**src/hdl/exec_pkg.sv**
```systemverilog
`default_nettype none

package exec_pkg;

    localparam int xlen        = 32;
    localparam int tag_width   = 5;                    // 32 rob entries
    localparam int issue_width = 3;                    // also number of cdb lanes
    localparam int num_alu     = 3;
    localparam int num_mult    = 3;
    localparam int slot_count  = num_mult + num_alu;   // mult slots first, then alu
    localparam int mult_stages = 4;

    typedef enum logic {
        func_alu  = 1'b0,
        func_mult = 1'b1
    } func_unit_t;

    typedef enum logic [3:0] {
        alu_add  = 4'h0,
        alu_sub  = 4'h1,
        alu_and  = 4'h2,
        alu_or   = 4'h3,
        alu_xor  = 4'h4,
        alu_slt  = 4'h5,
        alu_sltu = 4'h6,
        alu_sll  = 4'h7,
        alu_srl  = 4'h8,
        alu_sra  = 4'h9
    } alu_op_t;

    // upper encodings unused
    typedef enum logic [3:0] {
        mult_mul    = 4'h0,
        mult_mulh   = 4'h1,
        mult_mulhsu = 4'h2,
        mult_mulhu  = 4'h3
    } mult_op_t;

    // one op field, decoded differently by each unit kind
    typedef union packed {
        alu_op_t  alu;
        mult_op_t mult;
    } op_u;

    typedef struct packed {
        logic                 valid;
        logic [tag_width-1:0] tag;
        func_unit_t           func_unit;
        op_u                  op;
        logic [xlen-1:0]      opa;
        logic [xlen-1:0]      opb;
    } issue_packet_t;

    typedef struct packed {
        logic                 valid;
        logic [tag_width-1:0] tag;
        logic [xlen-1:0]      value;
    } result_t;

    typedef struct packed {
        logic [num_alu-1:0]  alu_empty;
        logic [num_mult-1:0] mult_empty;
    } fu_empty_t;

endpackage

`default_nettype wire

```
**src/hdl/alu_unit.sv**
```systemverilog
`default_nettype none

module alu_unit import exec_pkg::*; (
    input  logic          clock,
    input  logic          reset,
    input  logic          clear,
    input  issue_packet_t issue,
    input  logic          slot_busy,
    output result_t       result,
    output logic          empty
);

    logic            take;
    logic            hold;
    logic [4:0]      shamt;
    logic [xlen-1:0] value;

    assign take  = issue.valid && (issue.func_unit == func_alu);
    assign hold  = result.valid && slot_busy;   // slot still full, keep our result
    assign shamt = issue.opb[4:0];
    assign empty = !hold;

    always_comb begin
        case (issue.op.alu)
            alu_add: begin
                value = issue.opa + issue.opb;
            end
            alu_sub: begin
                value = issue.opa - issue.opb;
            end
            alu_and: begin
                value = issue.opa & issue.opb;
            end
            alu_or: begin
                value = issue.opa | issue.opb;
            end
            alu_xor: begin
                value = issue.opa ^ issue.opb;
            end
            alu_slt: begin
                value = {{(xlen-1){1'b0}}, $signed(issue.opa) < $signed(issue.opb)};
            end
            alu_sltu: begin
                value = {{(xlen-1){1'b0}}, issue.opa < issue.opb};
            end
            alu_sll: begin
                value = issue.opa << shamt;
            end
            alu_srl: begin
                value = issue.opa >> shamt;
            end
            alu_sra: begin
                value = $signed(issue.opa) >>> shamt;   // keeps sign bit
            end
            default: begin
                value = '0;
            end
        endcase
    end

    // result register, frozen while the buffer can't take it
    always_ff @(posedge clock) begin
        if (reset || clear) begin
            result.valid <= 1'b0;
        end else if (!hold) begin
            result.valid <= take;   // drops when nothing new arrives
            result.tag   <= issue.tag;
            result.value <= value;
        end
    end

endmodule

`default_nettype wire

```
**config.mk**
```make
export PLATFORM = sky130hd
export DESIGN_NAME = alu_unit
export DESIGN_NICKNAME = d
export VERILOG_FILES = /design/src/hdl/exec_pkg.sv /design/src/hdl/alu_unit.sv
export SDC_FILE = /design/constraint.sdc
export NUM_CORES = 1
export LEC_CHECK = 0
export BUFFER_PORTS_ARGS = -buffer_cell sky130_fd_sc_hd__buf_2
export CAP_MARGIN = 20
export CORE_ASPECT_RATIO = 1.25
export CORE_UTILIZATION = 55
export CTS_CLUSTER_SIZE = 14
export DETAILED_ROUTE_END_ITERATION = 10
export PLACE_DENSITY = 0.79
export REMOVE_ABC_BUFFERS = 1
export SLEW_MARGIN = 20
export SYNTH_ARGS = -nofsm -noshare
export SYNTH_HDL_FRONTEND = slang
export SYNTH_SLANG_ARGS = --single-unit
```
**constraint.sdc**
```tcl
create_clock -name clock -period 5.6 [get_ports clock]
set_input_delay 0.28 -clock clock [delete_from_list [all_inputs] [get_ports clock]]
set_output_delay 0.28 -clock clock [all_outputs]
set_load 0.01 [all_outputs]
```
==> impl_metrics.yaml <==
synth:
  postSynthAreaPerCell_um2: 7.51
  synth_area_mm2: 0.00957
  synth.distinct_cells: 76
  async_flop_share_pct: 0
  synth_edf_count: 37
  synth_cells: 1274
  ys_seq_area_share_pct: 11.8
  synth-seq-cells: 38
  synth_ff_type: "edfxtp_1"
  synth_warnings: 0
finish:
  area_delta_synth_final_pct: 7.74
  reg_top3: "result: 38 flops"
  drive_gt1_share_pct: 16.9
  postLayoutCellArea_mm2: 0.0103
  mostFrequentLayoutCells: "nor2_1 (156), o21ai_0 (117), buf_2 (116)"
  final_core_util_pct: 61.0
  largest_reg_flops: 38
  final_common_cell: "nor2_1"
  fin_nets: 1496
  nFillCells: 1576
  top_register: "result"
  num_antenna_cells: 0
clock_tree:
  root_buffer: "clkbuf_16"
  max-clock-path-buffers: 2
  cts.htree.levels: 2
  cts_setup_buffers: 0
  clk_pin_slew_worst_paths_ns: 0.06
  clkSinkCount: 38
  cts_buffers: 5
  cts_tree: "built"
  postCtsHoldBufs: 0
  clkLatencyLatePin_ns: 0.30
  cts_resized: 0
power_and_ir_drop:
  p_per_area_mw_per_mm2: 151
  ir_drop_v: 0.000106
  p_leak_uw: 0.00440
worst_setup_path:
  arrival_ns: 3.97
  path_cells: "buf_2, inv_2, ha_1, inv_1, a21oi_1, o2111ai_1, buf_4, nand3_1, a311oi_1, o21ai_0, o41ai_1, o2111ai_1"
  path_max_fanout: 48
  crit_path_max_incr_delay_ns: 0.67
  end_kind: "flip-flop"
  crit_path_frequent_cell: "o2111ai_1"
  required_ns: 5.60
  crit_type: "in -> reg"
  crit_path_top_delay_cell: "buf_2"
  cp-start-kind: "input port"
floorplan:
  core_mm2: 0.0169
  start_util_pct: 56.6
  dieHeight_um: 149
  die_area_mm2: 0.0179
  rows: 53
  io_pins: 118
  dieWidth_um: 120
grt:
  grt_max_degree: 71
  grt_first_pass_wirelength_um: 57200
  gr-usage-all-layers_pct: 42.3
  grt_pass1_vias: 9830
  globalRoute.totalOverflow: 0
  antenna_found_initial: 0
sta:
  skew_ns: 0.00815
  rsz0062_at_grt: "no"
  fin_crit_ns: 3.98
  tns_ns: 0
  worst_hold_slack_ns: 0.163
  period_share_pct: 71.0
  finalMaxSlewViolations: 0
  hold_viol: 0
  setup-violations-final: 0
  setup_slack_ns: 1.62
  slew-limit-headroom_pct: 36.0
  max_freq_mhz: 251
  worst_pin_slew_ns: 0.960
place:
  portBuffers: 117
  pre_cts_slack_ns: 1.57
  routabilityCongestion: 1.03
  dpl.hpwl_um: 28500
  place_area_mm2: 0.0102
drt:
  drt_iter0_drc: 1382
  detail_route.drc_violations: 0
  num_vias: 10818
  routedWlPerCell_um: 24.9
  via_per_inst: 7.04
  first_pass_iters: 7
  totalWireLength_um: 38300
  ant_nets: 0
min_path:
  min_path_type: "in -> reg"
status:
  status: "finished, final reports clean"
flow_run:
  maxCapViolations: 0
[power breakdown]
part           total [uW]  switching [uW]  internal (uW)  leakage [uW]
clock                 296             136            159     0.0000632
sequential            339            4.57            335      0.000370
combinational         923             581            342       0.00396
[final timing paths]
kind	endpoint	slack, ns	start	cells after the start
worst min-delay path	result[33]$_DFFE_PP_	0.16	issue[70]	1
worst max-delay path	result[0]$_DFFE_PP_	1.62	issue[2]	12
worst min register to register	result[37]$_SDFFE_PN0N_	0.56	result[37]$_SDFFE_PN0N_	2
worst max register to register	result[29]$_DFFE_PP_	4.11	result[37]$_SDFFE_PN0N_	2
[synthesized netlist by cell type (4+ instances only)]
cell / number / area [um^2]
inv_1: 89 / 334
buf_2: 21 / 105
a211oi_1: 16 / 120
nor2_1: 156 / 586
mux2_2: 4 / 45.0
xnor2_1: 20 / 175
or2_2: 4 / 25.0
mux4_2: 52 / 1170
a221oi_1: 16 / 140
o31ai_1: 11 / 82.6
nand3_1: 27 / 135
buf_4: 5 / 37.5
a211o_1: 16 / 140
a22oi_1: 13 / 97.6
nand4_1: 5 / 31.3
o211ai_1: 27 / 203
and3_1: 6 / 37.5
or3_1: 21 / 131
a31o_2: 4 / 35.0
a21oi_1: 102 / 510
clkbuf_1: 65 / 244
buf_1: 10 / 37.5
nor4_1: 5 / 31.3
nand2b_1: 13 / 81.3
nor2b_1: 12 / 75.1
a31oi_1: 9 / 56.3
o21ai_0: 117 / 586
a311oi_1: 4 / 35.0
a21o_1: 12 / 90.1
o21a_1: 4 / 30.0
o21bai_1: 9 / 67.6
nand2_1: 97 / 364
o221ai_1: 8 / 70.1
nor3_1: 44 / 220
o311ai_0: 4 / 35.0
a2111oi_0: 5 / 43.8
o41ai_1: 4 / 35.0
ha_1: 97 / 1210
mux2i_1: 36 / 360
o2111ai_1: 8 / 70.1
edfxtp_1: 37 / 1110
[routing by layer]
metal | share of wire, % | GRT usage (%) | routed length [um] | vias up
met1 | 36 | 50.9 | 13800 | 5062
met2 | 46 | 68.9 | 17500 | 766
met3 | 11 | 7.32 | 4130 | 178
li1 | - | - | - | 4812
met5 | 0 | 0 | 0 | -
met4 | 7.7 | 28.5 | 2950 | 0
[cell type report]
| type | instances | area, um^2 | share of cell area, % |
|---|---|---|---|
| multi-input combinational | 1041 | 7670 | 74.4 |
| sequential | 38 | 1130 | 11.0 |
| timing repair buffer | 140 | 761 | 7.38 |
| inverter | 92 | 345 | 3.35 |
| tap | 220 | 275 | 2.67 |
| clock buffer | 5 | 125 | 1.21 |
| clock inverter | 1 | 3.75 | 0.0364 |
[critical path, delay by kind of cell]
kind | cells | cell delay, ns
AOI/OAI and AO/OA | 6 | 2.00
buffers and inverters | 4 | 1.05
adders and majority gates | 1 | 0.44
and+or+nand+nor | 1 | 0.18
[per-stage QoR]
stage / power (uW) / std cells
after floorplan: 913 / 1171
after global placement: 1230 / 1531
after detailed placement: 1230 / 1531
after CTS: 1530 / 1537
after global routing: 1630 / 1537
final: 1560 / 1537
[kinds of logic after synthesis]
kind of cell | share of synthesized area [%]
AOI/OAI and AO/OA | 29.2
xor gates and xnor gates | 2.18
adders and majority gates | 13.1
buffers and inverters | 8.28
DFF | 11.8
muxes | 16.5
and+or+nand+nor | 18.9
Note: power is estimated with default switching activity, not from simulation.
