--- config.mk ---
export PLATFORM = sky130hd
export DESIGN_NAME = mult_unit
export DESIGN_NICKNAME = d
export VERILOG_FILES = /design/src/hdl/exec_pkg.sv /design/src/hdl/mult_unit.sv
export SDC_FILE = /design/constraint.sdc
export NUM_CORES = 2
export LEC_CHECK = 0
export BUFFER_PORTS_ARGS = -buffer_cell sky130_fd_sc_hd__buf_2
export CAP_MARGIN = 20
export CELL_PAD_IN_SITES_DETAIL_PLACEMENT = 2
export CELL_PAD_IN_SITES_GLOBAL_PLACEMENT = 2
export CORE_ASPECT_RATIO = 2
export CORE_MARGIN = 2
export CORE_UTILIZATION = 35
export CTS_BUF_LIST = sky130_fd_sc_hd__clkbuf_4
export DETAILED_ROUTE_END_ITERATION = 8
export GPL_TIMING_DRIVEN = 0
export PLACE_DENSITY_LB_ADDON = 0.3
export SLEW_MARGIN = 15
export SYNTH_ARGS = -nofsm -noshare
export SYNTH_HDL_FRONTEND = slang
export SYNTH_SLANG_ARGS = --single-unit
--- constraint.sdc ---
create_clock -name clock -period 48.9 [get_ports clock]
set_input_delay 9.78 -clock clock [delete_from_list [all_inputs] [get_ports clock]]
set_output_delay 9.78 -clock clock [all_outputs]
set_load 0.05 [all_outputs]
--- src/hdl/exec_pkg.sv ---
`default_nettype none

package exec_pkg;

    localparam int xlen        = 32;
    localparam int tag_width   = 5;                    // 32 rob entries
    localparam int issue_width = 3;                    // also number of cdb lanes
    localparam int num_alu     = 3;
    localparam int num_mult    = 3;
    localparam int slot_count  = num_mult + num_alu;   // mult slots first, then alu
    localparam int mult_stages = 4;

    typedef enum logic {
        func_alu  = 1'b0,
        func_mult = 1'b1
    } func_unit_t;

    typedef enum logic [3:0] {
        alu_add  = 4'h0,
        alu_sub  = 4'h1,
        alu_and  = 4'h2,
        alu_or   = 4'h3,
        alu_xor  = 4'h4,
        alu_slt  = 4'h5,
        alu_sltu = 4'h6,
        alu_sll  = 4'h7,
        alu_srl  = 4'h8,
        alu_sra  = 4'h9
    } alu_op_t;

    // upper encodings unused
    typedef enum logic [3:0] {
        mult_mul    = 4'h0,
        mult_mulh   = 4'h1,
        mult_mulhsu = 4'h2,
        mult_mulhu  = 4'h3
    } mult_op_t;

    // one op field, decoded differently by each unit kind
    typedef union packed {
        alu_op_t  alu;
        mult_op_t mult;
    } op_u;

    typedef struct packed {
        logic                 valid;
        logic [tag_width-1:0] tag;
        func_unit_t           func_unit;
        op_u                  op;
        logic [xlen-1:0]      opa;
        logic [xlen-1:0]      opb;
    } issue_packet_t;

    typedef struct packed {
        logic                 valid;
        logic [tag_width-1:0] tag;
        logic [xlen-1:0]      value;
    } result_t;

    typedef struct packed {
        logic [num_alu-1:0]  alu_empty;
        logic [num_mult-1:0] mult_empty;
    } fu_empty_t;

endpackage

`default_nettype wire

--- src/hdl/mult_unit.sv ---
`default_nettype none

module mult_unit import exec_pkg::*; (
    input  logic          clock,
    input  logic          reset,
    input  logic          clear,
    input  issue_packet_t issue,
    input  logic          slot_busy,
    output result_t       result,
    output logic          empty
);

    // one pipeline stage: operands widened to 2*xlen plus running sum
    typedef struct packed {
        logic                 valid;
        logic [tag_width-1:0] tag;
        mult_op_t             op;
        logic [2*xlen-1:0]    mcand;
        logic [2*xlen-1:0]    mplier;
        logic [2*xlen-1:0]    acc;
    } stage_t;

    stage_t            stage_q [mult_stages];
    stage_t            stage_d [mult_stages];
    logic              take;
    logic              stall;
    logic              a_signed;
    logic              b_signed;
    logic [2*xlen-1:0] mcand_in;
    logic [2*xlen-1:0] mplier_in;
    logic [2*xlen-1:0] prod;

    assign take     = issue.valid && (issue.func_unit == func_mult);
    assign a_signed = (issue.op.mult == mult_mulh) || (issue.op.mult == mult_mulhsu);
    assign b_signed = (issue.op.mult == mult_mulh);
    assign stall    = stage_q[mult_stages-1].valid && slot_busy;
    assign empty    = !stall;

    // sign or zero extend, low 2*xlen bits of the product are then exact
    assign mcand_in  = {{xlen{a_signed & issue.opa[xlen-1]}}, issue.opa};
    assign mplier_in = {{xlen{b_signed & issue.opb[xlen-1]}}, issue.opb};

    // each stage adds one chunk of the multiplier
    always_comb begin
        stage_d[0].valid  = take;
        stage_d[0].tag    = issue.tag;
        stage_d[0].op     = issue.op.mult;
        stage_d[0].mcand  = mcand_in;
        stage_d[0].mplier = mplier_in;
        stage_d[0].acc    = mcand_in * mplier_in[0 +: 2*xlen/mult_stages];
        for (int k = 1; k < mult_stages; k++) begin
            stage_d[k]     = stage_q[k-1];
            stage_d[k].acc = stage_q[k-1].acc
                           + ((stage_q[k-1].mcand
                              * stage_q[k-1].mplier[k*(2*xlen/mult_stages) +: 2*xlen/mult_stages])
                              << (k*(2*xlen/mult_stages)));
        end
    end

    always_ff @(posedge clock) begin
        if (reset || clear) begin
            for (int k = 0; k < mult_stages; k++) begin
                stage_q[k].valid <= 1'b0;
            end
        end else if (!stall) begin
            stage_q <= stage_d;   // whole pipe moves or none of it
        end
    end

    assign prod = stage_q[mult_stages-1].acc;

    always_comb begin
        result.valid = stage_q[mult_stages-1].valid;
        result.tag   = stage_q[mult_stages-1].tag;
        if (stage_q[mult_stages-1].op == mult_mul) begin
            result.value = prod[xlen-1:0];
        end else begin
            result.value = prod[2*xlen-1:xlen];   // upper word
        end
    end

endmodule

`default_nettype wire

==> flow_metrics.env <==
export IMPL_die_h_microns=601
export IMPL_fin_skew_ns=0.162
export IMPL_synth_top_cells_by_count="inv_1, fa_1, nand2_1"
export IMPL_grt_antenna_before_repair=7
export IMPL_finalSetupViolCount=0
export IMPL_cts_root_buf="clkbuf_4"
export IMPL_start_util_pct=35.1
export IMPL_finish_net_count=8199
export IMPL_core_sq_um=178000
export IMPL_syn_nets=7957
export IMPL_tightest_slew_ns=1.26
export IMPL_grt_max_degree=19
export IMPL_drv_slew=0
export IMPL_grt_pass1_vias=54800
export IMPL_drt_vias_per_instance=5.07
export IMPL_worstPathRequired_ns=39.12
export IMPL_grt_pass1_wl_microns=353000
export IMPL_dr_pass1_iters=5
export IMPL_maxCapViolCount=0
export IMPL_status="finished, final reports clean"
export IMPL_crit_arrival_ns=10.39
export IMPL_max_freq_ghz=0.0496
export IMPL_synth_edff_count=378
export IMPL_hold_ws_ns=0.418
export IMPL_antenna_left=0
export IMPL_drt_initial_drc_count=1621
export IMPL_min_path_type="flop to flop"
export IMPL_clk_latency_ns=1.03
export IMPL_pin_count=118
export IMPL_detail_route_wl_per_cell_microns=27.3
export IMPL_die_area_sq_um=182000
export IMPL_crit_path_start_kind="input pin"
export IMPL_yosys_top_cells_area="fa_1, edfxtp_1, inv_1"
export IMPL_yosys_register_bits=382
export IMPL_hold_violations=0
export IMPL_drive_gt1_share_pct=5.59
export IMPL_yosysTopAreaCell="fa_1"
export IMPL_die_x_microns=302
export IMPL_path_max_fanout=4
export IMPL_rows=219
export IMPL_yosysMostFrequentCell="inv_1"
export IMPL_synth_cell_type_count=86
export IMPL_netlist_instances=6187
export IMPL_via_count=44800
export IMPL_area_delta_synth_final_pct=8.37
export IMPL_slew_limit_headroom_pct=15.3
export IMPL_synth_top_area_share_pct=40.6
export IMPL_clockBufferDepth=3
export IMPL_fill_cells=19500
export IMPL_portBuffers=117
export IMPL_cts_sinks=382
export IMPL_grt_util_all_layers_pct=27.0
export IMPL_rsz0062_at_grt="no"
export IMPL_drcViolationCount=0
export IMPL_tns_ns=0
export IMPL_hold_buffers=0
export IMPL_post_route_util_pct=38.0
export IMPL_finalWirelength_microns=241000
export IMPL_cts_max_level=3
export IMPL_synth_seq_area_share_pct=18.3
export IMPL_fin_crit_sh_pct=41.3
export IMPL_finalCriticalPeriod_ns=20.17
export IMPL_synth_area_sq_um=62300
export IMPL_critPathCaptureType="output port"
export IMPL_path_class="input pin to output port"
export IMPL_dp_hpwl_microns=213000
export IMPL_cts_tree="done"
export IMPL_cts_setup_buffers=0
export IMPL_yosysWarnings=0
export IMPL_syn_area_per_cell_sq_um=10.1
export IMPL_async_reset_ff_share_pct=0
export IMPL_ys_flop_type="edfxtp_1"
export IMPL_cts_inserted_buffers=89
export IMPL_cpMostUsedCell="buf_2"
export IMPL_path_cells="buf_2 -> nand2_1 -> buf_2"
export IMPL_cts_resized=0
export IMPL_place_congestion=0.947
export IMPL_overflow=0
export IMPL_clk_pin_slew_ns=0.07
export IMPL_slowest_delay_ns=0.30
export IMPL_crit_path_top_delay_cell="buf_2"
==> worst max-delay path: cells and delay by family <==
family	cells	cell delay [ns]
buffers and inverters	2	0.44
and+or+nand+nor	1	0.17
==> routing by layer <==
layer	global-route usage (%)	wire length (microns)	part of all wire [%]
met4	22.5	25300	11
met2	54.5	139000	58
met1	23.0	71600	30
met5	0	0	0
met3	2.25	4970	2.1
==> layout by cell type, fill, tap and decap left out, types with 13 or more instances in the layout <==
cell,count
a21oi_1,168
buf_6,16
o21ai_0,64
o21ai_1,23
a21o_1,105
nand3_1,39
and3_1,13
nand2_1,758
clkbuf_4,110
and2_1,446
buf_8,13
inv_1,1558
nor2_1,109
nor3_1,29
o21a_1,27
a211oi_1,17
fa_1,1265
clkinv_1,25
ha_1,426
o211ai_1,14
edfxtp_1,378
mux2_2,32
nor2b_1,30
xor2_1,63
o21bai_1,25
nand2b_1,26
xnor2_1,196
clkbuf_1,186
buf_2,120
nand4_1,19
clkinv_2,13
==> stage by stage <==
step	setup WS [ns]	std cells	instance area [sq um]
2_1_floorplan	10.08	6187	62300
3_3_place_gp	-2.49	8624	65800
3_5_place_dp	28.72	8656	66300
4_1_cts	28.72	8817	67500
5_1_grt	28.70	8822	67500
6_report	28.73	8827	67500
==> state kept, by name, indices dropped and copies added (netlist names) <==
register	count
stage_d	130
stage_q	182
prod	64
result	6
==> cells by family after synthesis <==
| logic type | after synthesis | share of synthesized area (%) |
|---|---|---|
| simple gates | 1511 | 11.6 |
| buf+inv | 1755 | 10.6 |
| xor+xnor | 259 | 3.64 |
| flops | 382 | 18.3 |
| mux | 38 | 0.676 |
| fa+ha+maj | 1691 | 49.2 |
| compound gates | 551 | 5.92 |
==> path summary, 6_finish.rpt <==
kind | startpoint | endpoint | slack [ns] | depth (start not counted)
min reg2reg | stage_q[433] | stage_q[231] | 0.42 | 0
min | stage_q[433] | stage_q[231] | 0.42 | 0
max | slot_busy | empty | 28.73 | 3
max reg2reg | stage_d[550] | stage_q[467] | 37.84 | 35
==> area by class of cell <==
class	instances	area (sq um)	area share (%)
inverter	1558	5850	8.66
buffer	197	767	1.14
clock inverter	51	405	0.600
clock buffer	110	826	1.22
multi-input combinational	4050	44300	65.6
sequential	382	11400	16.9
antenna	8	20.0	0.0296
tap	2320	2900	4.30
timing repair buffer	151	1040	1.54
Power is not shown: default switching activity piles up to over one toggle a cycle in this logic, so the estimate is an artifact.
